--- config.mk ---
export PLATFORM = sky130hd
export DESIGN_NAME = exAddrGen
export DESIGN_NICKNAME = d
export VERILOG_FILES = /design/src/exUnitPkg.sv /design/src/exAddrGen.sv
export VERILOG_INCLUDE_DIRS = /design/src
export SDC_FILE = /design/constraint.sdc
export NUM_CORES = 1
export LEC_CHECK = 0
export BUFFER_PORTS_ARGS = -buffer_cell sky130_fd_sc_hd__buf_2
export CAP_MARGIN = 20
export CORE_AREA = 5 5 137 139
export DETAILED_ROUTE_END_ITERATION = 8
export DIE_AREA = 0 0 142 144
export PLACE_DENSITY = 0.77
export SLEW_MARGIN = 10
export SYNTH_ARGS = -nofsm -noshare
export SYNTH_HDL_FRONTEND = slang
export SYNTH_SLANG_ARGS = --single-unit
export TNS_END_PERCENT = 50
--- constraint.sdc ---
create_clock -name vclk -period 10.8
set_clock_uncertainty 0.05 [all_clocks]
set_input_delay 1.08 -clock vclk [all_inputs]
set_output_delay 1.08 -clock vclk [all_outputs]
set_load 0.02 [all_outputs]
--- src/exUnit_settings.svh ---
`ifndef EX_UNIT_SETTINGS_SVH
`define EX_UNIT_SETTINGS_SVH

// datapath widths
`define EX_XLEN		64
`define EX_HALF		32	// carry split point and multiplier operand
`define EX_REGID_W	7
`define EX_IMM_W	33	// immediate with its sign bit

// null register id that writes nothing
`define EX_REG_ZZR	7'h7F

`endif
--- src/exUnitPkg.sv ---
`include "exUnit_settings.svh"

package exUnitPkg;

	typedef logic [`EX_XLEN-1:0]	wordT;
	typedef logic [`EX_HALF-1:0]	halfT;
	typedef logic [`EX_REGID_W-1:0]	regIdT;
	typedef logic [`EX_IMM_W-1:0]	immT;

	typedef enum logic [5:0] {
		NOP, MOVRR, MOVIR,
		ADD, SUB, ADC, SBB, AND, OR, XOR, CSELT,
		TST, TSTQ, CMPEQ, CMPHI, CMPGT, CMPQEQ, CMPQHI,
		LDIX, LDISH, LDISH16,
		LEA,
		MULU, MULS,
		LDB, LDW, LDL, LDQ, LDUB, LDUW, LDUL,
		STB, STW, STL, STQ
	} opCmdE;

	typedef enum logic [1:0] {
		B, W, L, Q
	} memSizeE;

	typedef enum logic [1:0] {
		NONE, DLR, IMM, RI
	} idxSrcE;

	typedef enum logic [1:0] {
		IDLE, EXEC, WAITUNIT, ACK
	} seqStateE;

	// immediate widened to a full word
	function automatic wordT sextImm(immT v);
		return {{(`EX_XLEN-`EX_IMM_W){v[`EX_IMM_W-1]}}, v};
	endfunction

endpackage

--- src/exAddrGen.sv ---
`include "exUnit_settings.svh"

module exAddrGen (
	input  logic				idxBaseRm,
	input  exUnitPkg::idxSrcE	idxSrc,
	input  logic [1:0]			idxScale,
	input  exUnitPkg::wordT		regValRm,
	input  exUnitPkg::wordT		regValRn,
	input  exUnitPkg::wordT		regValRi,
	input  exUnitPkg::wordT		dlr,
	input  exUnitPkg::immT		immVal,
	output exUnitPkg::wordT		effAddr
);

	exUnitPkg::wordT	base;
	exUnitPkg::wordT	index;
	exUnitPkg::wordT	scaled;
	logic [`EX_HALF:0]	sumLo;	// carry in top bit
	exUnitPkg::halfT	sumHi0;
	exUnitPkg::halfT	sumHi1;

	always_comb begin
		base = idxBaseRm ? regValRm : regValRn;
		case (idxSrc)
			exUnitPkg::DLR:	index = dlr;
			exUnitPkg::IMM:	index = exUnitPkg::sextImm(immVal);
			exUnitPkg::RI:	index = regValRi;
			default:		index = '0;	// base only
		endcase
		scaled = index << idxScale;
	end

	// both high sums ready before the low carry settles
	assign sumLo = {1'b0, base[`EX_HALF-1:0]} + {1'b0, scaled[`EX_HALF-1:0]};
	assign sumHi0 = base[`EX_XLEN-1:`EX_HALF] + scaled[`EX_XLEN-1:`EX_HALF];
	assign sumHi1 = base[`EX_XLEN-1:`EX_HALF] + scaled[`EX_XLEN-1:`EX_HALF] + 1'b1;

	assign effAddr = {sumLo[`EX_HALF] ? sumHi1 : sumHi0, sumLo[`EX_HALF-1:0]};

endmodule

==> run metrics <==
Final Setup Violations=0; Worst setup endpoint=effAddr[63]; CP Cell Sequence=buf_4 -> nor2b_2 -> and2_1 -> a21oi_1 -> inv_1 -> mux2i_1 -> mux2i_1 -> ha_1 -> inv_1 -> fa_1 -> nand2b_1 -> a21oi_2 -> o211ai_1 -> a2111o_1 -> and3b_1 -> nor3_1 -> nand4_2 -> nor4_4 -> nand4b_1 -> xnor2_1 -> buf_2; Hold Buf Count CTS=0; Port Buffer Count=between 300 and 400; Placer Congestion=roughly 0.95; post-CTS setup buffer count=0; # DRC=0; drt via density=5.53; sequential fraction of the synthesis area=0; slowest stage cell, crit path=and2_1; nets=1653; area delta synth->final=25.5%; actual slew at the worst max-slew pin=1070 ps; initial antenna violation count=2; ratio of cells with drive above 1 in the final layout=0.416; max_cap viols=0; total track usage=0.234; most common cell after layout, fill and taps aside=buf_2; RSZ-0062 raised after global routing=no; Worst path max stage delay=840 ps; met3 GRT Util=0.0215; WS Path Type=in2out; CP Buf/Inv Count=4; status=finished, final reports clean; Levels on crit path=21; max_slew headroom=0.285; Die Ht=144 µm; Final Max Slew Viols=0; Resized cells post-CTS=0; Cell Pwr Density=about 100 nW/µm²; synthesized area per cell=7.66 µm²; first drt pass iteration count=5; grt ovf=0; grt peak-use layer=met2; CLK BUF=0; # IOs=around 360; worst-path fanout max=69; DP HPWL=around 23 mm; Setup TNS=0 ps; most frequent cells in the layout=356 x buf_2, 137 x mux2_2, 96 x nand2_1, 93 x mux2i_1, 90 x a21oi_1; yosys warns=0; worst hold-check path type=in2out; FILL cells=~1.7k; Worst EP arrival=slightly below 7000 ps; VDD IR max=73.6 µV; startpoint types=primary input; multi-input logic area=~7000 µm²; Die Area=20400 µm²; FMAX=125 MHz; LEAKAGE=4.77 nW; power after layout=966 µW; Hold Fails Final Rpt=0; Core Rows=~50; DRT Wirelength=~26 mm; fin util=0.537; Die W=142 µm; core area=17500 µm²; Final Critical Period=8010 ps; first-pass GRT wire length=about 40 mm; largest net degree at the start of global routing=72; Critical Path RT=9670 ps; CP top delay family=simple AND/OR/NAND/NOR gates; vias in the first global route=between 8k and 9k; via count=8416; GRT met1 Usage=0.286; Cell variety after synth=80; storage element area=0 µm²; FF+latch count=0; routed len/inst=approximately 17 µm; Syn Std Cell Area=about 7500 µm²; syn_nets=1341; post-route ant nets=0; crit path capture type=output pin; Cells after Synth=slightly below 1k; Critical Path Start=idxSrc[1]; Iter 0 DRT Violations=230; Period Utilization, post-route=0.742; starting density of the core=0.428; met2 usage=0.440
[power breakdown]
part           switching (mW)    total [mW]  internal (mW)
Sequential                  0             0              0
Clock                       0  0.0000000248   0.0000000248
Combinational           0.573         0.966          0.392
[worst min path at each step]
stage / depth (start not counted) / endpoint / from
after floorplan: 2 / effAddr[0] / regValRn[0]
after global placement: 4 / effAddr[0] / regValRn[0]
after detailed placement: 4 / effAddr[0] / regValRn[0]
after CTS: 4 / effAddr[0] / regValRn[0]
after global routing: 4 / effAddr[0] / regValRn[0]
final: 4 / effAddr[0] / regValRn[0]
[Yosys cell counts, drive strengths merged, types with 3 or more instances]
| library cell | instances | area share |
|---|---|---|
| a22o | 31 | 0.036 |
| a21o | 22 | 0.022 |
| buf | 13 | 0.0085 |
| a211oi | 8 | 0.010 |
| o21a | 9 | 0.0092 |
| nor3 | 16 | 0.011 |
| nand3b | 3 | 0.0047 |
| and3 | 9 | 0.0075 |
| nor2 | 50 | 0.025 |
| inv | 32 | 0.016 |
| o211ai | 11 | 0.013 |
| nand2b | 17 | 0.015 |
| and4 | 4 | 0.0050 |
| o31ai | 4 | 0.0040 |
| nand2 | 97 | 0.049 |
| o21bai | 7 | 0.0070 |
| xor2 | 30 | 0.036 |
| or4 | 3 | 0.0035 |
| mux2i | 93 | 0.12 |
| nor4 | 3 | 0.0045 |
| nand3 | 18 | 0.012 |
| o21ai | 40 | 0.027 |
| a31oi | 4 | 0.0033 |
| and2 | 6 | 0.0050 |
| mux2 | 137 | 0.21 |
| ha | 65 | 0.11 |
| nor2b | 4 | 0.0033 |
| clkbuf | 39 | 0.020 |
| nand4 | 10 | 0.010 |
| xnor2 | 52 | 0.063 |
| a21oi | 97 | 0.070 |
| or3 | 4 | 0.0033 |
[metrics by stage]
step	cells	area (µm²)	hold slack (ps)	worst slack, ps
finish	1521	9410	2600	2790
global route	1521	9410	2630	2410
CTS	1519	9410	2600	2830
detailed placement	1519	9410	2590	2850
global placement	1519	9410	2600	3060
floorplan	980	7500	2450	3880
[logic make-up after synthesis]
family	Yosys count	share of synthesized area
AOI/OAI and AO/OA	263	0.244
xor gates and xnor gates	82	0.0987
adders and majority gates	67	0.114
buffers and inverters	85	0.0445
muxes	230	0.330
and+or+nand+nor	253	0.170
[final cells by class]
type,instances,area share
timing repair buffer,362,0.194
multi-input combinational,895,0.762
tap,229,0.0304
inverter,33,0.0132
antenna,2,0.000532
[metal layers]
metal | part of all wire | up-vias
li1 | - | 4282
met3 | 0.054 | 44
met4 | 0.028 | 0
met1 | 0.42 | 3820
met2 | 0.50 | 270
met5 | 0 | -
[tightest hold or removal path, delay by kind of cell]
family / cells / cell delay, ps
adders and majority gates: 1 / 120
buffers and inverters: 2 / 230
muxes: 1 / 130
(Power assumes the default switching activity.)
