==> src/exUnit_settings.svh <==
`ifndef EX_UNIT_SETTINGS_SVH
`define EX_UNIT_SETTINGS_SVH

// datapath widths
`define EX_XLEN		64
`define EX_HALF		32	// carry split point and multiplier operand
`define EX_REGID_W	7
`define EX_IMM_W	33	// immediate with its sign bit

// null register id that writes nothing
`define EX_REG_ZZR	7'h7F

`endif
==> src/exUnitPkg.sv <==
`include "exUnit_settings.svh"

package exUnitPkg;

	typedef logic [`EX_XLEN-1:0]	wordT;
	typedef logic [`EX_HALF-1:0]	halfT;
	typedef logic [`EX_REGID_W-1:0]	regIdT;
	typedef logic [`EX_IMM_W-1:0]	immT;

	typedef enum logic [5:0] {
		NOP, MOVRR, MOVIR,
		ADD, SUB, ADC, SBB, AND, OR, XOR, CSELT,
		TST, TSTQ, CMPEQ, CMPHI, CMPGT, CMPQEQ, CMPQHI,
		LDIX, LDISH, LDISH16,
		LEA,
		MULU, MULS,
		LDB, LDW, LDL, LDQ, LDUB, LDUW, LDUL,
		STB, STW, STL, STQ
	} opCmdE;

	typedef enum logic [1:0] {
		B, W, L, Q
	} memSizeE;

	typedef enum logic [1:0] {
		NONE, DLR, IMM, RI
	} idxSrcE;

	typedef enum logic [1:0] {
		IDLE, EXEC, WAITUNIT, ACK
	} seqStateE;

	// immediate widened to a full word
	function automatic wordT sextImm(immT v);
		return {{(`EX_XLEN-`EX_IMM_W){v[`EX_IMM_W-1]}}, v};
	endfunction

endpackage

==> src/exMul.sv <==
`include "exUnit_settings.svh"

module exMul (
	input  logic				clock,
	input  logic				arstN,
	input  logic				mulStart,
	input  logic				mulSigned,
	input  exUnitPkg::halfT		mulA,
	input  exUnitPkg::halfT		mulB,
	output logic				mulDone,
	output exUnitPkg::halfT		mulLo,
	output exUnitPkg::halfT		mulHi
);

	localparam int P = `EX_HALF / 2;	// partial product operand width

	logic				v1;
	logic				v2;
	logic				sgn1;
	exUnitPkg::halfT	a1;
	exUnitPkg::halfT	b1;
	exUnitPkg::halfT	ppLL;
	exUnitPkg::halfT	ppLH;
	exUnitPkg::halfT	ppHL;
	exUnitPkg::halfT	ppHH;
	exUnitPkg::halfT	corr;

	// valid bits march alongside the data
	always_ff @(posedge clock or negedge arstN) begin
		if (!arstN) begin
			v1 <= 1'b0;
			v2 <= 1'b0;
			mulDone <= 1'b0;
		end else begin
			v1 <= mulStart;
			v2 <= v1;
			mulDone <= v2;
		end
	end

	always_ff @(posedge clock) begin
		a1 <= mulA;	// stage 1
		b1 <= mulB;
		sgn1 <= mulSigned;
		ppLL <= a1[P-1:0] * b1[P-1:0];	// stage 2
		ppLH <= a1[P-1:0] * b1[2*P-1:P];
		ppHL <= a1[2*P-1:P] * b1[P-1:0];
		ppHH <= a1[2*P-1:P] * b1[2*P-1:P];
		// negative operand subtracts the other one from the high half
		corr <= sgn1 ? ((a1[`EX_HALF-1] ? -b1 : '0) + (b1[`EX_HALF-1] ? -a1 : '0)) : '0;
		{mulHi, mulLo} <= {{`EX_HALF{1'b0}}, ppLL}	// stage 3
			+ {{P{1'b0}}, ppLH, {P{1'b0}}}
			+ {{P{1'b0}}, ppHL, {P{1'b0}}}
			+ {ppHH, {`EX_HALF{1'b0}}}
			+ {corr, {`EX_HALF{1'b0}}};
	end

	mulLatency: assert property (@(posedge clock) disable iff (!arstN)
		mulStart |-> ##3 mulDone);

endmodule

==> config.mk <==
export PLATFORM = sky130hd
export DESIGN_NAME = exMul
export DESIGN_NICKNAME = d
export VERILOG_FILES = /design/src/exUnitPkg.sv /design/src/exMul.sv
export VERILOG_INCLUDE_DIRS = /design/src
export SDC_FILE = /design/constraint.sdc
export NUM_CORES = 2
export LEC_CHECK = 0
export BUFFER_PORTS_ARGS = -buffer_cell sky130_fd_sc_hd__buf_2
export CAP_MARGIN = 15
export CORE_MARGIN = 1
export CORE_UTILIZATION = 50
export CTS_CLUSTER_DIAMETER = 30
export DETAILED_ROUTE_END_ITERATION = 8
export MAX_ROUTING_LAYER = met4
export PLACE_DENSITY = 0.66
export SYNTH_ARGS = -nofsm -noshare
export SYNTH_HDL_FRONTEND = slang
export SYNTH_SLANG_ARGS = --single-unit
==> constraint.sdc <==
create_clock -name clock -period 9.95 [get_ports clock]
set_input_delay 1.4925 -clock clock [delete_from_list [all_inputs] [get_ports clock]]
set_output_delay 1.4925 -clock clock [all_outputs]
set_load 0.05 [all_outputs]
==> Implementation_results.wiki <==
{| class="wikitable"
! Metric !! Value
|-
| Run status || finished, final reports clean
|-
| Sum of buffers and inverters on the critical path || 7
|-
| Cells traversed along the worst timing path || buf_4, nand2_1, fa_1, inv_1, fa_1, inv_1, fa_1, inv_1, fa_1, fa_1, inv_1, fa_1, inv_1, ha_1, nand3_1, inv_1, a2111oi_0, o31ai_1, a221oi_1, o21ai_0, a21oi_1, xnor2_1
|-
| Setup TNS || 0 ns
|-
| Count of different cell masters after synthesis || 71
|-
| Warnings, synthesis || 0
|-
| Biggest area contributors in the synthesized netlist || fa_1 (35%), ha_1 (14%), dfxtp_1 (12%)
|-
| Critical Path RT || 10.53 ns
|-
| Number of clock sinks seen by CTS || 292
|-
| Summed instance area of the synthesized netlist || between 0.04 and 0.05 mm^2
|-
| Routed length per placed instance || roughly 19 um
|-
| Antenna fix cells || 0
|-
| Min Clock Period, post-route || 7.42 ns
|-
| Inserted Clock Buffers || between 70 and 80
|-
| Register-to-register path setup slack || 2.53 ns
|-
| Number of placed I/O pins || 133
|-
| Number of endpoints failing setup at the final stage || 0
|-
| Dominant cell by count in the synthesized netlist || inv_1
|-
| DIE HEIGHT || between 300 and 400 um
|-
| Worst slack on hold paths || 0.322 ns
|-
| Placed inst area || 0.0485 mm^2
|-
| Total routing usage reported by global routing || between 20% and 30%
|-
| TritonCTS clock tree || done
|-
| Clock root buffer || clkbuf_16
|-
| DRC marker count from the first detailed-route iteration || 2249
|-
| Total Routed Length || 124000 um
|-
| Number of enable-type register cells in the synthesized netlist || 0
|-
| Syn Nets || ~6.6k
|-
| Synthesized instance count || ~5.2k
|-
| RSZ-0062 raised after global routing || false
|-
| Max-cap violation count || 0
|-
| Sequential area share after synthesis || between 10% and 20%
|-
| Slowest stage cell on the critical path || a2111oi_0
|-
| Source of the critical timing path || a1[6]
|-
| Share of flip-flops with an asynchronous set or reset after synthesis || under 10%
|-
| Routability congestion estimate from global placement || 0.936
|-
| Normalized max-slew margin || 28.2%
|-
| Crit Reg-Reg Startpoint || a1[6]
|-
| Clock Tree Buf Depth || 3
|-
| H-tree Lvls || 3
|-
| Worst min-delay path category || flip-flop to flip-flop
|-
| Iteration count of the initial detailed-routing pass || 6
|-
| Via count || around 35k
|-
| Critical Path Stages || 22
|-
| Hold buffers post-CTS || 0
|-
| Maximum clock rate || 135 MHz
|-
| Clock-pin slew on the worst setup and hold paths || 0.05 ns
|-
| Termination of the worst setup path || ppLH[30]
|-
| Reg2reg end || ppLH[30]
|-
| Largest net degree at the start of global routing || 39
|-
| Final Worst Setup Slack || 2.53 ns
|-
| Pre-CTS setup slack || 2.56 ns
|-
| Chip Width || roughly 310 um
|-
| Post-Route Skew || 0.0413 ns
|-
| Number of antenna violations at the first check in global routing || 2
|-
| Top cell type by total area after synthesis || fa_1
|-
| Logic depth of the worst register-to-register path || 22
|-
| Slew at the pin closest to its max-slew limit || around 1.1 ns
|-
| Worst Path Class, Setup || flip-flop to flip-flop
|-
| First-pass GRT wire length || ~200000 um
|-
| Worst skew pair latency || 0.67 ns
|-
| Post-detailed-route via-to-cell ratio || 5.39
|-
| Arrival @ worst endpoint || 7.99 ns
|-
| Share of layout cells above drive strength 1 || 6.95%
|-
| Setup fix buffers added after clock tree synthesis || 0
|-
| Ranking of synthesized cells by instance count || inv_1 (945), fa_1 (826), nand2_1 (658), ha_1 (539), and2_1 (511)
|-
| Per-instance average area after synthesis || between 9 and 10 um^2
|-
| Kind of end point of the critical path || flip-flop
|-
| Post-synth top area share || 35.4%
|-
| Top cell family by delay on the critical path || adder cells
|-
| Final global-route overflow total || 0
|-
| Placeable core region || between 0.09 and 0.1 mm^2
|-
| Die area || 0.0948 mm^2
|-
| Maximum fanout along the worst path || 21
|-
| Flip-flop cell with the highest count after synthesis || dfxtp_1
|-
| Detailed placer's ending HPWL || between 90000 and 100000 um
|-
| Starting density of the core || 50.8%
|-
| Stage delay of the slowest cell on the critical path || 0.88 ns
|-
| Number of global-route vias before repair || 36.6k
|-
| Port bufs || about 130
|-
| Relative area change from synthesis to final layout || 9.54%
|-
| Post-route ant nets || 0
|-
| Final critical-path share of the clock period || around 75%
|-
| Final non-filler cell area || just over 0.05 mm^2
|-
| Flip-flop and latch count after synthesis || 292
|-
| Startpoint type of the worst setup path || flip-flop
|-
| Count of pins over their slew limit || 0
|-
| # resized after CTS || 0
|-
| DRC violations left || 0
|-
| Num rows || around 110
|-
| Number of nets in the layout || 6620
|-
| Final-report hold violation count || 0
|}
[flip-flops by register name (all words and copies together) (netlist names), 32 cells and up]
signal  cells
ppLH       32
ppHH       32
ppHL       32
a1         32
mulHi      32
ppLL       32
corr       32
b1         32
mulLo      32
[logic make-up after synthesis]
logic type               synth area share, %
XOR/XNOR                                3.90
adder cells (fa/ha/maj)                 49.8
multiplexers                           0.110
flip-flops                              12.5
AND/OR/NAND/NOR                         16.5
buffers and inverters                   9.80
AO/OA/AOI/OAI                           7.37
[placed cells by master (no fill, tap or decap), drive strengths merged, types with 5 or more instances in the layout]
cell | Yosys | final
clkinvlp | 0 | 12
nor2 | 126 | 126
o21a | 40 | 40
nand2 | 658 | 658
clkbuf | 248 | 84
o211ai | 10 | 10
nand2b | 26 | 26
inv | 945 | 962
o41ai | 5 | 5
a21boi | 6 | 6
a2111oi | 5 | 5
o21ai | 110 | 110
clkinv | 2 | 22
nand3 | 32 | 32
or3 | 22 | 22
dfxtp | 289 | 289
nor3 | 44 | 44
and4 | 6 | 6
buf | 22 | 201
a21o | 71 | 71
a21oi | 176 | 176
o21bai | 27 | 27
fa | 826 | 826
xor2 | 59 | 59
ha | 539 | 539
o2111ai | 5 | 5
o31ai | 11 | 11
a31oi | 17 | 17
nor4 | 18 | 18
and2 | 511 | 511
bufinv | 0 | 9
xnor2 | 149 | 149
nor2b | 16 | 16
or4 | 12 | 12
a211oi | 23 | 23
and3 | 39 | 39
nand4 | 20 | 20
[per-layer routing]
layer | GRT usage (%) | share of wire (%) | vias to the layer above
li1 | - | - | 15978
met1 | 36.6 | 43 | 17735
met2 | 45.4 | 47 | 1077
met3 | 4.12 | 6.7 | 219
met4 | 8.90 | 3.1 | 0
met5 | - | 0 | -
[worst register-to-register path, delay by kind of cell (launching register included)]
family                   cells  cell delay (ns)
AO/OA/AOI/OAI                5             2.08
XOR/XNOR                     1             0.13
adder cells (fa/ha/maj)      7             3.31
buffers and inverters        7             0.73
flip-flops                   1             0.85
AND/OR/NAND/NOR              2             0.27
[how the worst min path moves through the flow]
stage	slack [ns]	cells past startpoint	endpoint	startpoint
2_1_floorplan	0.31	0	mulLo[0]	ppLL[0]
3_3_place_gp	0.31	0	mulLo[5]	ppLL[5]
3_5_place_dp	0.31	0	mulLo[5]	ppLL[5]
4_1_cts	0.32	0	mulLo[1]	ppLL[1]
5_1_grt	0.33	0	mulLo[4]	ppLL[4]
6_report	0.32	0	mulLo[1]	ppLL[1]
[metrics by stage]
stage,util (%),std cells
5_1_grt,55.6,6494
2_1_floorplan,-,5178
6_report,55.6,6494
3_3_place_gp,52.6,6352
3_5_place_dp,52.6,6352
4_1_cts,55.6,6494
[cell type report]
cell class                      instances  area (um^2)
Clock buffer                           84         1990
Clock inverter                         58          752
Fill cell                            8314        40900
Inverter                              947         3550
Multi-Input combinational cell       3669        36300
Sequential cell                       292         5870
Tap cell                             1243         1560
Timing Repair Buffer                  201         1180
Power is left out: the tool's default activity adds up to more than one toggle a clock period on the data nets, which glitch-free logic cannot reach.
