`src/exUnit_settings.svh`:
```
`ifndef EX_UNIT_SETTINGS_SVH
`define EX_UNIT_SETTINGS_SVH

// datapath widths
`define EX_XLEN		64
`define EX_HALF		32	// carry split point and multiplier operand
`define EX_REGID_W	7
`define EX_IMM_W	33	// immediate with its sign bit

// null register id that writes nothing
`define EX_REG_ZZR	7'h7F

`endif
```
`src/exUnitPkg.sv`:
```
`include "exUnit_settings.svh"

package exUnitPkg;

	typedef logic [`EX_XLEN-1:0]	wordT;
	typedef logic [`EX_HALF-1:0]	halfT;
	typedef logic [`EX_REGID_W-1:0]	regIdT;
	typedef logic [`EX_IMM_W-1:0]	immT;

	typedef enum logic [5:0] {
		NOP, MOVRR, MOVIR,
		ADD, SUB, ADC, SBB, AND, OR, XOR, CSELT,
		TST, TSTQ, CMPEQ, CMPHI, CMPGT, CMPQEQ, CMPQHI,
		LDIX, LDISH, LDISH16,
		LEA,
		MULU, MULS,
		LDB, LDW, LDL, LDQ, LDUB, LDUW, LDUL,
		STB, STW, STL, STQ
	} opCmdE;

	typedef enum logic [1:0] {
		B, W, L, Q
	} memSizeE;

	typedef enum logic [1:0] {
		NONE, DLR, IMM, RI
	} idxSrcE;

	typedef enum logic [1:0] {
		IDLE, EXEC, WAITUNIT, ACK
	} seqStateE;

	// immediate widened to a full word
	function automatic wordT sextImm(immT v);
		return {{(`EX_XLEN-`EX_IMM_W){v[`EX_IMM_W-1]}}, v};
	endfunction

endpackage

```
`src/exMemAccess.sv`:
```
`include "exUnit_settings.svh"

module exMemAccess (
	input  logic				clock,
	input  logic				arstN,
	input  logic				memStart,
	input  logic				memWrite,
	input  exUnitPkg::memSizeE	memSizeSel,
	input  logic				loadSigned,
	input  exUnitPkg::wordT		effAddr,
	input  exUnitPkg::wordT		storeVal,
	output logic				memDone,
	output exUnitPkg::wordT		loadVal,
	output logic				memReq,
	input  logic				memAck,
	output logic				memWe,
	output exUnitPkg::memSizeE	memSize,
	output exUnitPkg::wordT		memAddr,
	output exUnitPkg::wordT		memWData,
	input  exUnitPkg::wordT		memRData
);

	typedef enum logic [1:0] {
		IDLE, WAITHIGH, WAITLOW
	} memStateE;

	memStateE			state;
	logic				sgnQ;
	exUnitPkg::wordT	rdataQ;

	always_ff @(posedge clock or negedge arstN) begin
		if (!arstN) begin
			state <= IDLE;
			memReq <= 1'b0;
			memDone <= 1'b0;
		end else begin
			memDone <= 1'b0;
			case (state)
				IDLE: if (memStart) begin
					memReq <= 1'b1;
					state <= WAITHIGH;
				end
				WAITHIGH: if (memAck) begin
					memReq <= 1'b0;
					state <= WAITLOW;
				end
				default: if (!memAck) begin	// ack dropped so the cycle is over
					memDone <= 1'b1;
					state <= IDLE;
				end
			endcase
		end
	end

	always_ff @(posedge clock) begin
		if (state == IDLE && memStart) begin
			memAddr <= effAddr;
			memWData <= storeVal;
			memWe <= memWrite;
			memSize <= memSizeSel;
			sgnQ <= loadSigned;
		end
		if (state == WAITHIGH && memAck)
			rdataQ <= memRData;
	end

	always_comb begin
		case (memSize)
			exUnitPkg::B:	loadVal = {{(`EX_XLEN-8){sgnQ & rdataQ[7]}}, rdataQ[7:0]};
			exUnitPkg::W:	loadVal = {{(`EX_XLEN-16){sgnQ & rdataQ[15]}}, rdataQ[15:0]};
			exUnitPkg::L:	loadVal = {{(`EX_XLEN-`EX_HALF){sgnQ & rdataQ[`EX_HALF-1]}},
				rdataQ[`EX_HALF-1:0]};
			default:		loadVal = rdataQ;
		endcase
	end

	addrHeld: assert property (@(posedge clock) disable iff (!arstN)
		memReq |=> !memReq || $stable(memAddr));

endmodule

```
`config.mk`:
```
export PLATFORM = sky130hd
export DESIGN_NAME = exMemAccess
export DESIGN_NICKNAME = d
export VERILOG_FILES = /design/src/exUnitPkg.sv /design/src/exMemAccess.sv
export VERILOG_INCLUDE_DIRS = /design/src
export SDC_FILE = /design/constraint.sdc
export NUM_CORES = 1
export LEC_CHECK = 0
export ABC_AREA = 0
export BUFFER_PORTS_ARGS = -buffer_cell sky130_fd_sc_hd__buf_2
export CAP_MARGIN = 20
export CORE_AREA = 2 2 152 154
export CTS_CLUSTER_SIZE = 40
export DETAILED_ROUTE_END_ITERATION = 10
export DIE_AREA = 0 0 154 156
export SYNTH_ARGS = -nofsm -noshare
export SYNTH_HDL_FRONTEND = slang
export SYNTH_SLANG_ARGS = --single-unit
export TNS_END_PERCENT = 5
```
`constraint.sdc`:
```
create_clock -name clock -period 31.4 [get_ports clock]
set_input_delay 7.85 -clock clock [delete_from_list [all_inputs] [get_ports clock]]
set_output_delay 7.85 -clock clock [all_outputs]
set_load 0.01 [all_outputs]
```
==> impl_metrics.toml, run 1 <==
[power]
leakage_nw = 4.11
power-per-cell-area_mw_per_mm2 = 75.1
irDropWorstVdd_uv = 34.5

[logic_synthesis]
yosys.area.top_type_share_pct = 84.5
synth-seq-area-share_pct = 86.0
synthTopCellsByArea = "edfxtp_1, o211ai_2, nand3_1"
yosysWarnings = 0
ys_seq_elements = 200
syn_nets = 557
yosysTopAreaCell = "edfxtp_1"
synth-edff-count = 196
netlist_instances = 357
avgSynthCellArea_um2 = 19.5
syn_area_mm2 = 0.00696
ys_async_sr_fraction_pct = 2.00
ys_types = 25
synth-main-ff-cell = "edfxtp_1"

[routing]
antenna_left = 0
wl_per_cell_um = 17.7
firstDrtPassIters = 4
avgViaCountPerCell = 4.44
post-route-drc-count = 0
vias = 4644
drt_iter0_markers = 368
wl_um = 18500

[cts]
cts_tree = "yes"
cts_sinks = 200
clkTransAtPathRegs_ps = 70
hold_buffers = 0
clock_path_buffers = 2
cts_buffers = 17
post_cts_resized = 0
cts_setup_buffers = 0
cts_max_level = 4
clkLatencyLatePin_ps = 430
root_buffer = "clkbuf_16"

[placed_design]
place_inst = 1012
place_congestion = 0.783
port_buffers = 396
post-dp-hpwl_um = 14000

[setup_path]
crit_path_max_incr_delay_ps = 900
start_kind = "flip-flop"
worstPathArrival_ps = 2510
worst-setup-path-type = "flip-flop to output pin"
crit_fanout = 60
required_ps = 23550
slowest_stage = "nand2b_2"
critPathCaptureType = "output pin"
crit_chain = "buf_4 -> nand2b_2 -> o211ai_1 -> buf_2"

[grt]
grt_overflow = 0
grt_pass1_wl_um = 26800
antenna_found_initial = 5
grt_max_degree = 84
grt_pass1_vias = 4533
grt.total_usage_pct = 15.0

[timing]
tightest_slew_ps = 1010
setup_viol = 0
final_hold_viol_count = 0
clock_skew_ps = 12.2
grt_setup_unrepaired = "no"
final_max_slew_viol_count = 0
finalCritPeriodShare_pct = 33.0
clock.fmax_ghz = 0.0965
finalCriticalPeriod_ps = 10360
final.setup.tns_ps = 0
max_slew_margin_pct = 32.6
fin_hold_ws_ps = 553

[finish]
layout_commonest_cell = "buf_2"
fin_nets = 947
area_growth_pct = 40.9
final_cells = 1046
layout_common_cells = "buf_2, edfxtp_1, nand3_1, nand2_1"
drive_above_1_share_pct = 59.7
finish.utilization_pct = 43.9

[floorplan]
dieWidth_um = 154
dieHeight_um = 156
rows = 55
io_pins = 397
design.die.area_mm2 = 0.0240
core-area_mm2 = 0.0224
start_util_pct = 31.1

[outcome]
status = "completed"

[hold_path]
hp-class = "flip-flop to flip-flop"

[run]
cap_violations = 0
-- per-layer routing --
layer / wire (um) / track usage (%) / vias to the layer above
li1: - / - / 2169
met1: 6620 / 16.6 / 2200
met2: 9370 / 25.0 / 258
met3: 2240 / 7.56 / 15
met4: 293 / 5.61 / 2
met5: 13 / 0 / -
-- flip-flops by register name (all words and copies together) (netlist names) --
name      flops
memDone       1
memWData     64
rdataQ       64
memReq        1
memAddr      64
memWe         1
memSize       2
sgnQ          1
state         2
-- per-stage QoR --
stage / cell area (um2) / total power (W) / worst slack [ps]
after global placement: 9170 / 0.000522 / 21380
final: 9820 / 0.000737 / 21040
after floorplan: 6960 / 0.000464 / 13100
after CTS: 9780 / 0.000747 / 21030
after detailed placement: 9170 / 0.000524 / 21340
after global routing: 9820 / 0.000773 / 20800
-- final cells by class --
class | instances | area (um2)
Antenna cell | 2 | 5.00
Clock buffer | 17 | 425
Clock inverter | 14 | 185
Fill cell | 2095 | 12500
Inverter | 1 | 3.75
Multi-Input combinational cell | 123 | 792
Sequential cell | 200 | 5990
Tap cell | 285 | 357
Timing Repair Buffer | 404 | 2060
-- worst max-delay path: cells and delay by family, from the launching register on --
family	cells	cell delay, ps
compound gates	1	190
buf+inv	2	660
flops	1	320
simple gates	1	900
-- cell usage after synthesis (3+ instances only) --
| cell type | instances |
|---|---|
| edfxtp_1 | 196 |
| o211ai_2 | 14 |
| buf_4 | 9 |
| dfrtp_1 | 4 |
| nand2_1 | 24 |
| o21ai_0 | 18 |
| buf_6 | 3 |
| clkbuf_1 | 12 |
| buf_2 | 8 |
| o21ai_1 | 6 |
| nand3_1 | 32 |
| o211ai_1 | 18 |
-- logic make-up (layout without fill, tap and decap cells) --
| family | Yosys count | in the layout | share of synthesized area [%] |
|---|---|---|---|
| flops | 200 | 200 | 86.0 |
| simple gates | 62 | 62 | 4.29 |
| compound gates | 59 | 59 | 6.50 |
| buf+inv | 34 | 436 | 2.80 |
| xor+xnor | 1 | 1 | 0.126 |
| mux | 1 | 1 | 0.323 |
| other cells | 0 | 2 | 0 |
-- path summary, 6_finish.rpt --
| path | startpoint | endpoint | slack (ps) | depth (start not counted) |
|---|---|---|---|---|
| worst max-delay path | memSize[1]$_DFFE_PP_ | loadVal[56] | 21040 | 4 |
| worst min-delay path | memReq$_DFFE_PN0P_ | memReq$_DFFE_PN0P_ | 550 | 2 |
| worst max register to register | state[1]$_DFFE_PN0P_ | memWData[13]$_DFFE_PP_ | 29190 | 4 |
| worst min register to register | memReq$_DFFE_PN0P_ | memReq$_DFFE_PN0P_ | 550 | 2 |
| max in group asynchronous | arstN | memReq$_DFFE_PN0P_ | 24060 | 1 |
| min in group asynchronous | arstN | state[1]$_DFFE_PN0P_ | 7220 | 1 |
-- power breakdown --
part / leakage, nW / switching, W / total [W] / internal (W)
Combinational: 1.95 / 0.0000984 / 0.000154 / 0.0000557
Clock: 0.292 / 0.000106 / 0.000220 / 0.000114
Sequential: 1.87 / 0.0000115 / 0.000363 / 0.000351
(Power assumes the default switching activity.)
==> inputs of run 2 (changes only) <==
Clock period 31.4 ns to 9.1 ns, I/O delays scaled along.
==> impl_metrics.toml, run 2 (synthesis results as in run 1) <==
[outcome]
status = "completed"

[routing]
wl_per_cell_um = 18.0
antenna_left = 0
firstDrtPassIters = 4
avgViaCountPerCell = 4.43
vias = 4627
wl_met2_um = 9710
top_layer = "met4"
wl_um = 18800
wl_met1_um = 6840
dr_wl_met3_um = 2100
post-route-drc-count = 0
drt_iter0_markers = 306

[cts]
hold_buffers = 0
root_buffer = "clkbuf_16"
cts_max_level = 4
clkTransAtPathRegs_ps = 80
clock_path_buffers = 2
cts_setup_buffers = 0
clkLatencyLatePin_ps = 440
cts_tree = "yes"
post_cts_resized = 0
cts_sinks = 200
cts_buffers = 17

[floorplan]
core-area_mm2 = 0.0224
rows = 55
dieWidth_um = 154
dieHeight_um = 156
io_pins = 397
design.die.area_mm2 = 0.0240
start_util_pct = 31.1

[placed_design]
port_buffers = 396
place_area_mm2 = 0.00918
place_congestion = 0.744
post-dp-hpwl_um = 13900
place_inst = 1012

[hold_path]
hold_path_depth = 2
hp-class = "flip-flop to flip-flop"

[grt]
grt.total_usage_pct = 15.2
grt_pass1_vias = 4727
grt_pass1_wl_um = 27000
grt_max_degree = 88
antenna_found_initial = 0
grt_overflow = 0

[timing]
clock_skew_ps = 24.2
final_max_slew_viol_count = 0
grt_setup_unrepaired = "no"
final_hold_viol_count = 0
max_slew_margin_pct = 27.4
final.setup.tns_ps = 0
clock.fmax_ghz = 0.207
setup_viol = 0
finalCriticalPeriod_ps = 4840
finalCritPeriodShare_pct = 53.2
tightest_slew_ps = 1090

[power]
seq_power_share_pct = 49.4
p_int_w = 0.00178
switching_share_pct = 30.1
leakage_nw = 4.11
p_switching_w = 0.000767
power.share.clock_pct = 30.0
irDropWorstVdd_uv = 127
p_comb_share_pct = 20.6
power-per-cell-area_mw_per_mm2 = 260

[setup_path]
worst-setup-path-type = "flip-flop to output pin"
required_ps = 6830
worst_r2r_path_depth = 3
start_kind = "flip-flop"
critPathCaptureType = "output pin"
worstPathArrival_ps = 2570
crit_fanout = 60

[finish]
drive_above_1_share_pct = 59.6
n_fill_cell = 2087
area_growth_pct = 40.7
layout_common_cells = "buf_2, edfxtp_1, nand3_1, nand2_1"
layout_commonest_cell = "buf_2"
stdcell_area_mm2 = 0.00980
final_cells = 1044
antennaDiodeCount = 0
multi_input_comb_area_um2 = 798
largestRegisters = "memAddr x64, memWData x64, rdataQ x64"
fin_nets = 946
seqCellArea_mm2 = 0.00599

[run]
cap_violations = 0
## run 2: worst paths after layout
check | startpoint | end | slack (ps)
hold reg to reg | memReq$_DFFE_PN0P_ | memReq$_DFFE_PN0P_ | 540
hold / removal | memReq$_DFFE_PN0P_ | memReq$_DFFE_PN0P_ | 540
max in group asynchronous | arstN | state[0]$_DFFE_PN0P_ | 7340
setup reg to reg | state[1]$_DFFE_PN0P_ | memWData[1]$_DFFE_PP_ | 6530
setup / recovery | memSize[1]$_DFFE_PP_ | loadVal[33] | 4260
min in group asynchronous | arstN | memDone$_DFF_PN0_ | 1650
## run 2: power by group through the flow
stage               Sequential, W  Combinational, W  Clock [W]
global route              0.00127          0.000574   0.000827
global placement          0.00127          0.000531          0
floorplan                 0.00135          0.000223          0
finish                    0.00126          0.000525   0.000764
detailed placement        0.00128          0.000534          0
CTS                       0.00126          0.000535   0.000790
## run 2: worst max-delay path, cell delays in order, from the launching register on
cell and delay (ps):
edfxtp_1 320, buf_4 470, nand2b_2 930, o211ai_1 200
buf_2 200
## run 2: area by class of cell
class | instances | area share (%)
Timing Repair Buffer | 403 | 20.8
Multi-Input combinational cell | 123 | 8.15
Sequential cell | 200 | 61.1
Inverter | 1 | 0.0383
Tap cell | 285 | 3.64
Clock buffer | 17 | 4.34
Clock inverter | 15 | 1.95
## run 2: metrics by stage
stage | hold WS (ps) | setup WS, ps | utilization [%] | power (W)
floorplan | 507 | 1200 | - | 0.00158
global placement | 524 | 4630 | 41.0 | 0.00181
detailed placement | 528 | 4640 | 41.0 | 0.00181
CTS | 542 | 4260 | 43.8 | 0.00259
global route | 579 | 4060 | 43.8 | 0.00268
finish | 539 | 4260 | 43.8 | 0.00255
## run 2: routing by layer
metal,GRT usage (%),vias to the layer above
met1,16.3,2196
met5,0,-
li1,-,2166
met4,4.45,0
met3,7.50,8
met2,26.7,257
