$ cat config.mk
export PLATFORM = sky130hd
export DESIGN_NAME = exSeq
export DESIGN_NICKNAME = d
export VERILOG_FILES = /design/src/exUnitPkg.sv /design/src/exSeq.sv
export VERILOG_INCLUDE_DIRS = /design/src
export SDC_FILE = /design/constraint.sdc
export NUM_CORES = 1
export LEC_CHECK = 0
export BUFFER_PORTS_ARGS = -buffer_cell sky130_fd_sc_hd__buf_4
export CORE_AREA = 4 4 388 390
export DETAILED_ROUTE_END_ITERATION = 10
export DIE_AREA = 0 0 392 394
export GPL_ROUTABILITY_DRIVEN = 1
export GPL_TIMING_DRIVEN = 0
export SYNTH_ARGS = -nofsm -noshare
export SYNTH_HDL_FRONTEND = slang
export SYNTH_SLANG_ARGS = --single-unit
$ cat constraint.sdc
create_clock -name clock -period 15.9 [get_ports clock]
set_input_delay 0 -clock clock [delete_from_list [all_inputs] [get_ports clock]]
set_output_delay 0 -clock clock [all_outputs]
set_load 0.05 [all_outputs]
$ cat src/exUnit_settings.svh
`ifndef EX_UNIT_SETTINGS_SVH
`define EX_UNIT_SETTINGS_SVH

// datapath widths
`define EX_XLEN		64
`define EX_HALF		32	// carry split point and multiplier operand
`define EX_REGID_W	7
`define EX_IMM_W	33	// immediate with its sign bit

// null register id that writes nothing
`define EX_REG_ZZR	7'h7F

`endif
$ cat src/exUnitPkg.sv
`include "exUnit_settings.svh"

package exUnitPkg;

	typedef logic [`EX_XLEN-1:0]	wordT;
	typedef logic [`EX_HALF-1:0]	halfT;
	typedef logic [`EX_REGID_W-1:0]	regIdT;
	typedef logic [`EX_IMM_W-1:0]	immT;

	typedef enum logic [5:0] {
		NOP, MOVRR, MOVIR,
		ADD, SUB, ADC, SBB, AND, OR, XOR, CSELT,
		TST, TSTQ, CMPEQ, CMPHI, CMPGT, CMPQEQ, CMPQHI,
		LDIX, LDISH, LDISH16,
		LEA,
		MULU, MULS,
		LDB, LDW, LDL, LDQ, LDUB, LDUW, LDUL,
		STB, STW, STL, STQ
	} opCmdE;

	typedef enum logic [1:0] {
		B, W, L, Q
	} memSizeE;

	typedef enum logic [1:0] {
		NONE, DLR, IMM, RI
	} idxSrcE;

	typedef enum logic [1:0] {
		IDLE, EXEC, WAITUNIT, ACK
	} seqStateE;

	// immediate widened to a full word
	function automatic wordT sextImm(immT v);
		return {{(`EX_XLEN-`EX_IMM_W){v[`EX_IMM_W-1]}}, v};
	endfunction

endpackage

$ cat src/exSeq.sv
`include "exUnit_settings.svh"

module exSeq (
	input  logic				clock,
	input  logic				arstN,
	input  logic				opReq,
	output logic				opAck,
	input  exUnitPkg::opCmdE	opCmd,
	input  exUnitPkg::regIdT	regIdRn,
	input  exUnitPkg::wordT		regValRm, regValRn, regValRi,
	input  exUnitPkg::immT		immVal,
	input  logic				idxBaseRm,
	input  exUnitPkg::idxSrcE	idxSrc,
	input  logic [1:0]			idxScale,
	output exUnitPkg::opCmdE	capCmd,
	output exUnitPkg::wordT		capRm, capRn, capRi,
	output exUnitPkg::immT		capImm,
	output logic				capBaseRm,
	output exUnitPkg::idxSrcE	capIdxSrc,
	output logic [1:0]			capIdxScale,
	input  exUnitPkg::wordT		aluVal, newDlr, effAddr, loadVal,
	input  logic				aluWrRn, newT, dlrWe,
	input  logic				mulDone,
	input  exUnitPkg::halfT		mulLo, mulHi,
	input  logic				memDone,
	output logic				mulStart, mulSigned,
	output logic				memStart, memWrite, loadSigned,
	output exUnitPkg::memSizeE	memSizeSel,
	output exUnitPkg::regIdT	regOutId,
	output exUnitPkg::wordT		regOutVal,
	output logic				srT,
	output exUnitPkg::wordT		dlr, dhr
);

	exUnitPkg::seqStateE	state;
	exUnitPkg::regIdT		capRnId;
	logic					isMul;
	logic					isMem;

	function automatic exUnitPkg::wordT extHalf(exUnitPkg::halfT h, logic sgn);
		return {{(`EX_XLEN-`EX_HALF){sgn & h[`EX_HALF-1]}}, h};
	endfunction

	// unit selection from the captured opcode
	assign isMul = capCmd inside {exUnitPkg::MULU, exUnitPkg::MULS};
	assign mulSigned = capCmd == exUnitPkg::MULS;
	assign memWrite = capCmd inside {exUnitPkg::STB, exUnitPkg::STW, exUnitPkg::STL,
		exUnitPkg::STQ};
	assign loadSigned = capCmd inside {exUnitPkg::LDB, exUnitPkg::LDW, exUnitPkg::LDL,
		exUnitPkg::LDQ};
	assign isMem = memWrite || loadSigned
		|| capCmd inside {exUnitPkg::LDUB, exUnitPkg::LDUW, exUnitPkg::LDUL};

	always_comb begin
		case (capCmd)
			exUnitPkg::LDB, exUnitPkg::LDUB, exUnitPkg::STB:	memSizeSel = exUnitPkg::B;
			exUnitPkg::LDW, exUnitPkg::LDUW, exUnitPkg::STW:	memSizeSel = exUnitPkg::W;
			exUnitPkg::LDL, exUnitPkg::LDUL, exUnitPkg::STL:	memSizeSel = exUnitPkg::L;
			default:											memSizeSel = exUnitPkg::Q;
		endcase
	end

	assign mulStart = state == exUnitPkg::EXEC && isMul;	// one cycle pulse
	assign memStart = state == exUnitPkg::EXEC && isMem;

	always_ff @(posedge clock) begin
		if (state == exUnitPkg::IDLE && opReq) begin
			capCmd <= opCmd;
			capRnId <= regIdRn;
			capRm <= regValRm;
			capRn <= regValRn;
			capRi <= regValRi;
			capImm <= immVal;
			capBaseRm <= idxBaseRm;
			capIdxSrc <= idxSrc;
			capIdxScale <= idxScale;
		end
	end

	always_ff @(posedge clock or negedge arstN) begin
		if (!arstN) begin
			state <= exUnitPkg::IDLE;
			opAck <= 1'b0;
			regOutId <= `EX_REG_ZZR;
			regOutVal <= '0;
			srT <= 1'b0;
			dlr <= '0;
			dhr <= '0;
		end else begin
			case (state)
				exUnitPkg::IDLE: if (opReq)
					state <= exUnitPkg::EXEC;
				exUnitPkg::EXEC: if (isMul || isMem) begin
					state <= exUnitPkg::WAITUNIT;
				end else begin
					regOutId <= (aluWrRn || capCmd == exUnitPkg::LEA) ? capRnId : `EX_REG_ZZR;
					regOutVal <= capCmd == exUnitPkg::LEA ? effAddr : aluVal;
					srT <= newT;
					if (dlrWe)
						dlr <= newDlr;
					opAck <= 1'b1;
					state <= exUnitPkg::ACK;
				end
				exUnitPkg::WAITUNIT: if (mulDone) begin
					dlr <= extHalf(mulLo, mulSigned);
					dhr <= extHalf(mulHi, mulSigned);
					regOutId <= `EX_REG_ZZR;
					opAck <= 1'b1;
					state <= exUnitPkg::ACK;
				end else if (memDone) begin
					regOutId <= memWrite ? `EX_REG_ZZR : capRnId;
					regOutVal <= loadVal;
					opAck <= 1'b1;
					state <= exUnitPkg::ACK;
				end
				default: if (!opReq) begin	// requester let go
					opAck <= 1'b0;
					state <= exUnitPkg::IDLE;
				end
			endcase
		end
	end

	// opReq must have been high on the edge that raised opAck
	ackNeedsReq: assert property (@(posedge clock) disable iff (!arstN)
		$rose(opAck) |-> $past(opReq));

endmodule

==> impl_metrics.yaml, run 1 <==
status:
  status: "completed"
layout:
  finalNonFillerCells: 4629
  multiInputGateArea_um2: 4145
  drive_above_1_share_pct: 49.36
  fillers: 15730
  utilization_pct: 22.55
  fin_nets: 3204
  regArea_um2: 11610
  syn_to_final_growth_pct: 103.2
job:
  cap_viol_max_count: 0
placement:
  place.port_buffers: 1014
  place.gp.congestion: 0.9163
  dp_hpwl_um: 105500
  dp_cells: 4024
floorplan:
  rows: 141
  die_w_um: 392
  ios: 1015
  core_um2: 147100
  die_y_um: 394
  die-area_um2: 154400
  start_util_pct: 11.09
yosys:
  yosysWarnings: 0
  synth_fa_ha_area_share_pct: 0.3066
  syn_nets: 1652
  synth_area_um2: 16320
  synth-main-ff-cell: "edfxtp_1"
  synth-edff-count: 243
  ys_ff_latch: 415
  ys_types: 45
  synth_compound_area_share_pct: 7.474
  syn_inst: 1077
  synth-simple-area-share_pct: 5.611
  seq_area_frac_synth_pct: 71.13
  synth_top_family_by_area: "multiplexers"
  async_reset_ff_share_pct: 41.45
  synth_area_per_cell_um2: 15.15
  synth.area.mux_share_pct: 11.97
  synth_xor_area_share_pct: 0
clocking:
  cts.sinks: 415
  h-tree-depth: 2
  cts_tree: "yes"
  clk_latency_ps: 670
  ctsResizeCount: 0
  clock-root-buffer: "clkbuf_16"
  clkTransAtPathRegs_ps: 70
  cts_buffer_depth: 3
  cts_setup_buffers: 0
  cts_buffers: 54
worst_setup_path:
  cp_cell_sequence: "inv_1 > ha_1 > inv_2 > clkbuf_1 > clkbuf_1 > a31oi_1 > dlygate4sd3_1 > mux2_4"
  crit_slowest_cell: "clkbuf_1"
  crit_fanout: 10
  critPathArrivalTime_ps: 4420
  max_stage_delay_ps: 950
  end_kind: "register"
  worstPathRequired_ps: 16420
  crit_top_cell: "clkbuf_1"
  start_kind: "register"
  crit_type: "reg -> reg"
route:
  drtPass1Iterations: 5
  dr.first_iter.drc_count: 1039
  routed_wl_um: 127000
  routedWlPerCell_um: 27.45
  drtAntennaViolNets: 0
  post_drt_via_cell_ratio: 3.621
  num_vias: 16760
  drc: 0
pwr:
  leakagePower_nw: 13.78
  ir_worst_vdd_uv: 99.14
  p_per_area_nw_per_um2: 196.1
timing:
  finalHoldViolations: 0
  setup_tns_ps: 0
  setup_viol: 0
  rsz0062_at_grt: "no"
  clock_skew_ps: 51.94
  slew_viol_final: 0
  fmax_ghz: 0.2562
  relSlewSlack_pct: 20.18
  period_share_pct: 24.55
  period_needed_ps: 3903
  tightest_slew_ps: 1197
grt:
  grt_pass1_vias: 17400
  grt_pass1_wl_um: 161800
  grt_use_total_pct: 15.66
  antenna_found_initial: 103
  overflow: 0
  grt_max_degree: 122
hold_path:
  min_path_type: "in -> reg"
==> layer usage <==
layer | track usage (%) | share of wire, % | vias up
met2 | 27.49 | 49 | 1004
met5 | 0 | 0.017 | -
met4 | 3.859 | 3.7 | 4
met3 | 8.030 | 12 | 314
li1 | - | - | 7156
met1 | 16.51 | 35 | 8283
==> repair_timing <==
item                                   4_1_cts  5_1_grt
endpoints found under the hold margin      575        0
setup endpoints to repair                    0        0
hold buffers                               479        0
==> Yosys cell counts (2+ instances only) <==
master     instances  area share [%]
buf_2              4            0.12
o22ai_1            2           0.077
mux2_4            29             2.7
mux2_2           133             9.2
inv_1              7            0.16
a2bb2oi_1         39             2.1
a31oi_1           64             2.5
ha_1               4            0.31
buf_1              7            0.16
nand2b_1           4            0.15
nand2_1           39            0.90
buf_4             31             1.4
nor2_1            72             1.7
dfrtp_1          165              25
nand3_1           64             2.0
dfstp_2            7             1.1
nor3_1             8            0.25
buf_6              6            0.41
o21ai_0           67             2.1
clkbuf_1          52             1.2
edfxtp_1         243              45
nand3b_1           2           0.092
a21oi_1            6            0.18
==> power by group <==
part	switching (mW)	leakage [nW]	internal, mW
combinational	2.33	8.66	1.18
clock	0.543	0.896	0.745
sequential	0.181	4.23	1.53
==> final cells by class <==
cell class                 instances  area share [%]
tap                             1930           7.279
buffer                           100           1.633
clock inverter                    24          0.8222
inverter                           8          0.1132
timing repair buffer            1496           37.72
sequential                       415           35.00
antenna                           25          0.1886
multi-input combinational        554           12.50
clock buffer                      77           4.745
==> flip-flops by register name (all words and copies together), names as in the netlist, 2 cells and up <==
| signal | cells |
|---|---|
| capCmd | 6 |
| capRnId | 7 |
| dhr | 33 |
| capImm | 33 |
| capRn | 64 |
| dlr | 64 |
| state | 2 |
| regOutId | 7 |
| capRi | 64 |
| capIdxScale | 2 |
| capRm | 64 |
| regOutVal | 64 |
| capIdxSrc | 2 |
==> stage by stage <==
stage / setup WS, ps / area [um2] / total power, mW / hold slack, ps
global route: 11760 / 33140 / 6.788 / 18.03
global placement: 7105 / 26350 / 5.077 / 178.5
CTS: 11880 / 33110 / 6.602 / 0.1894
floorplan: 9891 / 16320 / 3.697 / -295.6
finish: 12000 / 33170 / 6.504 / 9.286
detailed placement: 12060 / 26450 / 5.054 / 13.35
==> path summary, 6_finish.rpt <==
path,from,to,slack [ps],cells after the start
max reg2reg,state[0]$_DFFE_PN0P_,regOutVal[3]$_DFFE_PN0P_,12000,8
min in group asynchronous,arstN,regOutId[1]$_DFFE_PN1P_,530,3
max in group asynchronous,arstN,dlr[8]$_DFFE_PN0P_,14780,4
max,state[0]$_DFFE_PN0P_,regOutVal[3]$_DFFE_PN0P_,12000,8
min reg2reg,regOutId[4]$_DFFE_PN1P_,regOutId[4]$_DFFE_PN1P_,500,1
min,mulLo[31],dlr[31]$_DFFE_PN0P_,9,4
==> cell families after synthesis <==
| group | count (synthesis) |
|---|---|
| buffers and inverters | 108 |
| adders and majority gates | 4 |
| and+or+nand+nor | 199 |
| muxes | 164 |
| DFF | 415 |
| AOI/OAI and AO/OA | 187 |
==> cells in the final DEF, fill, tap and decap left out, types with 6 or more instances in the layout <==
master | netlist | final
diode_2 | 0 | 25
buf_6 | 6 | 6
dfstp_2 | 7 | 7
clkinv_2 | 0 | 6
a31oi_1 | 64 | 64
buf_4 | 31 | 1044
nand2_1 | 39 | 39
a21oi_1 | 6 | 6
buf_1 | 7 | 7
mux2_2 | 133 | 133
dlygate4sd3_1 | 0 | 478
nand3_1 | 64 | 64
nor2_1 | 72 | 72
edfxtp_1 | 243 | 243
inv_1 | 7 | 6
dfrtp_1 | 165 | 165
nor3_1 | 8 | 8
clkbuf_16 | 0 | 59
clkbuf_1 | 52 | 67
a2bb2oi_1 | 39 | 39
mux2_4 | 29 | 29
o21ai_0 | 67 | 67
==> critical path: cells and delay by family (launching register included) <==
kind | cells | cell delay, ps
multiplexers | 1 | 270
AO/OA/AOI/OAI | 1 | 240
flip-flops | 1 | 390
buffers and inverters | 5 | 2620
adder cells (fa/ha/maj) | 1 | 250
(Power assumes the default switching activity.)
==> inputs of run 2 (changes only) <==
Settings changed: CORE_AREA 4 4 388 390 to 4 4 390 392, DIE_AREA 0 0 392 394 to 0 0 394 396.
Clock period 15.9 ns to 3.7 ns, I/O delays scaled along.
==> run 2 against run 1 <==
Combinational power rose to 4.3 times the previous value. Sequential cell count unchanged. Clock-buffer cell count down 5. First-iteration DRC count up 0.29%. Die area up 1.0%. Largest cell class unchanged. Wire length up 1.3%. Sequential share of layout area down 0.45 points. Critical path depth down 1. Clock skew down 20 ps. Via count down 0.41%. Power rose to 4.3 times the previous value. Worst setup slack worse by 12000 ps. Largest power group unchanged.
==> impl_metrics.yaml, run 2 (synthesized netlist as in run 1, its figures left out) <==
status:
  status: "completed"
worst_setup_path:
  worstPathRequired_ps: 4240
  crit_type: "reg -> reg"
  end_kind: "register"
  critPathArrivalTime_ps: 4110
  crit_fanout: 10
  rr_worst_depth: 7
  start_kind: "register"
timing:
  period_needed_ps: 3569
  fmax_ghz: 0.2802
  tightest_slew_ps: 1177
  period_share_pct: 96.46
  setup_viol: 0
  finalHoldWorstSlack_ps: 51.00
  clock_skew_ps: 32.08
  relSlewSlack_pct: 21.54
  rsz0062_at_grt: "yes"
  fin_ws_ps: 131.1
  finalHoldViolations: 0
  slew_viol_final: 0
route:
  drtAntennaViolNets: 0
  routedWlPerCell_um: 27.52
  post_drt_via_cell_ratio: 3.570
  num_vias: 16690
  routed_wl_um: 128700
  dr.first_iter.drc_count: 1042
  drc: 0
  drtPass1Iterations: 5
layout:
  fin_nets: 3233
  fillers: 15930
  regArea_um2: 11610
  finalNonFillerCells: 4676
  drive_above_1_share_pct: 49.69
  multiInputGateArea_um2: 4156
  final_common_cell: "buf_4"
  syn_to_final_growth_pct: 105.9
  final_cell_mix: "buf_4 (1044), dlygate4sd3_1 (500), edfxtp_1 (243), dfrtp_1 (165), mux2_2 (133)"
  finalInstanceArea_um2: 33600
placement:
  place_area_um2: 26560
  place.port_buffers: 1014
  place.gp.congestion: 0.9703
  dp_hpwl_um: 107600
  pre_cts_ws_ps: -0.3384
  dp_cells: 4043
pwr:
  clockPowerShare_pct: 20.3
  ir_worst_vdd_uv: 433.5
  p_sw_mw: 13.14
  seqPwrFrac_pct: 26.0
  p_per_area_nw_per_um2: 839.8
  p_comb_share_pct: 53.7
  p_sw_share_pct: 46.58
  leakagePower_nw: 13.94
  p_int_mw: 15.08
clocking:
  cts_tree: "yes"
  cts_setup_buffers: 0
  h-tree-depth: 2
  clkTransAtPathRegs_ps: 60
  cts.sinks: 415
  clock-root-buffer: "clkbuf_16"
  clk_latency_ps: 650
  cts_buffer_depth: 3
  cts_buffers: 57
floorplan:
  rows: 142
  die_y_um: 396
  core_um2: 148900
  die_w_um: 394
  die-area_um2: 156000
  ios: 1015
  start_util_pct: 10.96
hold_path:
  min_path_type: "in -> reg"
  hold_path_depth: 4
grt:
  grt_pass1_wl_um: 166400
  grt_max_degree: 102
  overflow: 0
  grt_use_total_pct: 15.78
  grt_pass1_vias: 17650
  antenna_found_initial: 104
job:
  cap_viol_max_count: 0
run 2: metal layers:
metal / GRT usage (%) / vias to the layer above / share of wire [%]
li1: - / 7220 / -
met1: 17.30 / 8266 / 37
met2: 28.03 / 913 / 50
met3: 7.176 / 276 / 10
met4: 3.208 / 18 / 2.6
met5: 0 / - / 0.090
run 2: what timing repair did:
| item | in CTS | in global routing |
|---|---|---|
| gates resized for setup | 1 | 5 |
| hold endpoints to repair | 573 | 0 |
| hold buffers | 501 | 0 |
| endpoints found under the setup margin | 1 | 9 |
run 2: worst max-delay path, stage by stage (launching register included):
cell	delay (ps)
dfrtp_1	410
inv_1	100
ha_1	240
clkdlybuf4s15_1	690
clkbuf_1	630
mux2_2	440
dlygate4sd3_1	630
mux2_2	300
run 2: worst paths after layout:
| check | startpoint | end | slack, ps |
|---|---|---|---|
| worst max-delay path | state[0]$_DFFE_PN0P_ | dlr[11]$_DFFE_PN0P_ | 130 |
| worst min-delay path | effAddr[63] | regOutVal[63]$_DFFE_PN0P_ | 50 |
| worst max register to register | state[0]$_DFFE_PN0P_ | dlr[11]$_DFFE_PN0P_ | 130 |
| worst min register to register | dlr[28]$_DFFE_PN0P_ | dlr[28]$_DFFE_PN0P_ | 500 |
| max in group asynchronous | arstN | dlr[17]$_DFFE_PN0P_ | 2590 |
| min in group asynchronous | arstN | regOutId[6]$_DFFE_PN1P_ | 530 |
run 2: metrics by stage:
| stage | TNS (ps) | utilization, % | total power, mW |
|---|---|---|---|
| floorplan | -245990 | - | 15.85 |
| CTS | 0 | 22.52 | 28.72 |
| detailed placement | -0.3384 | 17.84 | 21.77 |
| global placement | -809490 | 17.71 | 21.73 |
| finish | 0 | 22.57 | 28.22 |
| global route | 0 | 22.55 | 29.51 |
run 2: power groups by stage:
stage          combinational (mW)  sequential [mW]  clock [mW]
5_1_grt                      15.9             7.49        6.17
6_report                     15.2             7.33        5.73
3_5_place_dp                 14.4             7.37           0
4_1_cts                      15.4             7.33        5.99
3_3_place_gp                 14.2             7.50           0
2_1_floorplan                3.79             12.1           0
run 2: layout make-up:
type / count / share of cell area (%)
repair buffers: 1523 / 38.17
flip-flops and latches: 415 / 34.55
multi-input cells: 554 / 12.37
well taps: 1944 / 7.238
clock buffers: 72 / 4.718
plain buffers: 99 / 1.627
clock inverters: 34 / 1.024
diodes: 27 / 0.2011
inverters: 8 / 0.1005
==> inputs of run 3 (changes only) <==
Settings changed: CORE_AREA 4 4 390 392 to 4 4 396 398, DIE_AREA 0 0 394 396 to 0 0 400 402.
Clock period 3.7 ns to 4.2 ns, I/O delays scaled along.
==> run 3 against run 2 <==
Critical path type unchanged. Clock power decreased by 13%. Sequential power is 12% lower. Via count shrank 0.46%. Wire length increased by 3.0%. Clock-buffer cell count is 10 lower.
==> impl_metrics.yaml, run 3 (synthesized netlist as in run 1, its figures left out) <==
worst_setup_path:
  cp_num_buf_inv: 4
  rr_worst_depth: 7
  worstPathRequired_ps: 4730
  crit_type: "reg -> reg"
  crit_slowest_cell: "clkbuf_1"
  cp_cell_sequence: "inv_1 > ha_1 > clkbuf_1 > clkbuf_1 > mux2_2 > dlygate4sd3_1 > mux2_2"
  critPathArrivalTime_ps: 4260
  reg2reg_to: "dlr[8]$_DFFE_PN0P_"
  end_kind: "register"
  crit_family: "buffers and inverters"
  crit_fanout: 10
  max_stage_delay_ps: 780
  rr_startpoint: "state[0]$_DFFE_PN0P_"
  start_kind: "register"
  regToRegSetupSlack_ps: 470
pwr:
  leakagePower_nw: 13.85
  clockPowerShare_pct: 20.2
  p_int_mw: 13.27
  p_sw_mw: 11.49
  p_comb_share_pct: 53.6
  seqPwrFrac_pct: 26.2
  p_sw_share_pct: 46.41
  p_total_mw: 24.76
  p_per_area_nw_per_um2: 740.6
  ir_worst_vdd_uv: 484.9
timing:
  fin_ws_ps: 465.3
  period_needed_ps: 3735
  finalHoldWorstSlack_ps: 32.05
  finalHoldViolations: 0
  setup_viol: 0
  slew_viol_final: 0
  period_share_pct: 88.92
  relSlewSlack_pct: 0.9605
  clock_skew_ps: 36.06
  tightest_slew_ps: 1486
  rsz0062_at_grt: "no"
  setup_tns_ps: 0
  fmax_ghz: 0.2678
grt:
  grt_max_degree: 88
  overflow: 0
  antenna_found_initial: 86
  grt_use_total_pct: 15.74
  grt_pass1_wl_um: 168400
  grt_pass1_vias: 17500
route:
  drtPass1Iterations: 5
  dr.first_iter.drc_count: 1328
  routed_wl_um: 132600
  met3_length_um: 18020
  wl_met1_um: 46320
  num_vias: 16620
  highest_layer: "met5"
  wl_met2_um: 64200
  drc: 0
  post_drt_via_cell_ratio: 3.508
  drtAntennaViolNets: 0
  routedWlPerCell_um: 27.99
layout:
  final_cell_mix: "buf_4 (1045), dlygate4sd3_1 (478), edfxtp_1 (243), dfrtp_1 (165), mux2_2 (133)"
  syn_to_final_growth_pct: 104.8
  fin_nets: 3208
  final_common_cell: "buf_4"
  drive_above_1_share_pct: 49.87
  finalNonFillerCells: 4737
floorplan:
  die_y_um: 402
  die-area_um2: 160800
  rows: 144
  ios: 1015
  core_um2: 153300
  die_w_um: 400
  start_util_pct: 10.65
clocking:
  cts_buffer_depth: 3
  cts_tree: "yes"
  clk_latency_ps: 650
  h-tree-depth: 2
  clock-root-buffer: "clkbuf_16"
  cts.sinks: 415
  cts_buffers: 52
  clkTransAtPathRegs_ps: 60
  ctsResizeCount: 0
placement:
  place.port_buffers: 1014
  pre_cts_ws_ps: 428.8
  dp_cells: 4144
  dp_hpwl_um: 111900
  place.gp.congestion: 0.9507
job:
  cap_viol_max_count: 0
hold_path:
  min_path_type: "in -> reg"
  hold_start: "mulDone"
  hold_path_depth: 3
  min_to: "dhr[1]$_DFFE_PN0P_"
status:
  status: "completed"
## run 3: layer usage
| layer | track usage [%] | up-vias |
|---|---|---|
| li1 | - | 7140 |
| met3 | 8.810 | 227 |
| met2 | 26.78 | 1006 |
| met5 | 0 | - |
| met1 | 16.71 | 8221 |
| met4 | 4.211 | 22 |
## run 3: how the worst max path moves through the flow
| stage | startpoint | slack, ps | depth (start not counted) | to |
|---|---|---|---|---|
| 2_1_floorplan | state[0]$_DFFE_PN0P_ | -510 | 4 | capBaseRm$_DFFE_PP_ |
| 3_3_place_gp | state[0]$_DFFE_PN0P_ | -2920 | 4 | capRn[25]$_DFFE_PP_ |
| 3_5_place_dp | state[0]$_DFFE_PN0P_ | 430 | 7 | regOutVal[4]$_DFFE_PN0P_ |
| 4_1_cts | state[0]$_DFFE_PN0P_ | 390 | 8 | regOutVal[63]$_DFFE_PN0P_ |
| 5_1_grt | state[0]$_DFFE_PN0P_ | 230 | 8 | regOutVal[63]$_DFFE_PN0P_ |
| 6_report | state[0]$_DFFE_PN0P_ | 470 | 7 | dlr[8]$_DFFE_PN0P_ |
## run 3: layout make-up
type / count / area (um2)
Buffer: 100 / 541.8
Clock inverter: 34 / 432.9
Sequential cell: 415 / 11610
Clock buffer: 62 / 1443
Tap cell: 2044 / 2557
Fill cell: 16460 / 119900
Timing Repair Buffer: 1502 / 12610
Multi-Input combinational cell: 554 / 4150
Inverter: 8 / 33.78
Antenna cell: 18 / 45.04
## run 3: timing repair
item,CTS,global route
setup buffers,0,0
endpoints found under the hold margin,483,0
hold buffers,478,0
## run 3: per-stage QoR
stage | area (um2) | util, %
floorplan | 16330 | -
global placement | 26500 | 17.28
detailed placement | 26720 | 17.42
CTS | 33380 | 21.77
global route | 33410 | 21.79
finish | 33430 | 21.80
## run 3: worst min-delay path: stages
cell     delay [ps]
buf_4           140
nand2_1         260
mux2_2          210
## run 3: power groups by stage
stage / registers, mW / clock network [mW] / logic (mW)
2_1_floorplan: 10.6 / 0 / 3.34
3_3_place_gp: 6.63 / 0 / 12.4
3_5_place_dp: 6.51 / 0 / 12.5
4_1_cts: 6.47 / 5.19 / 13.3
5_1_grt: 6.60 / 5.33 / 13.8
6_report: 6.48 / 5.00 / 13.3
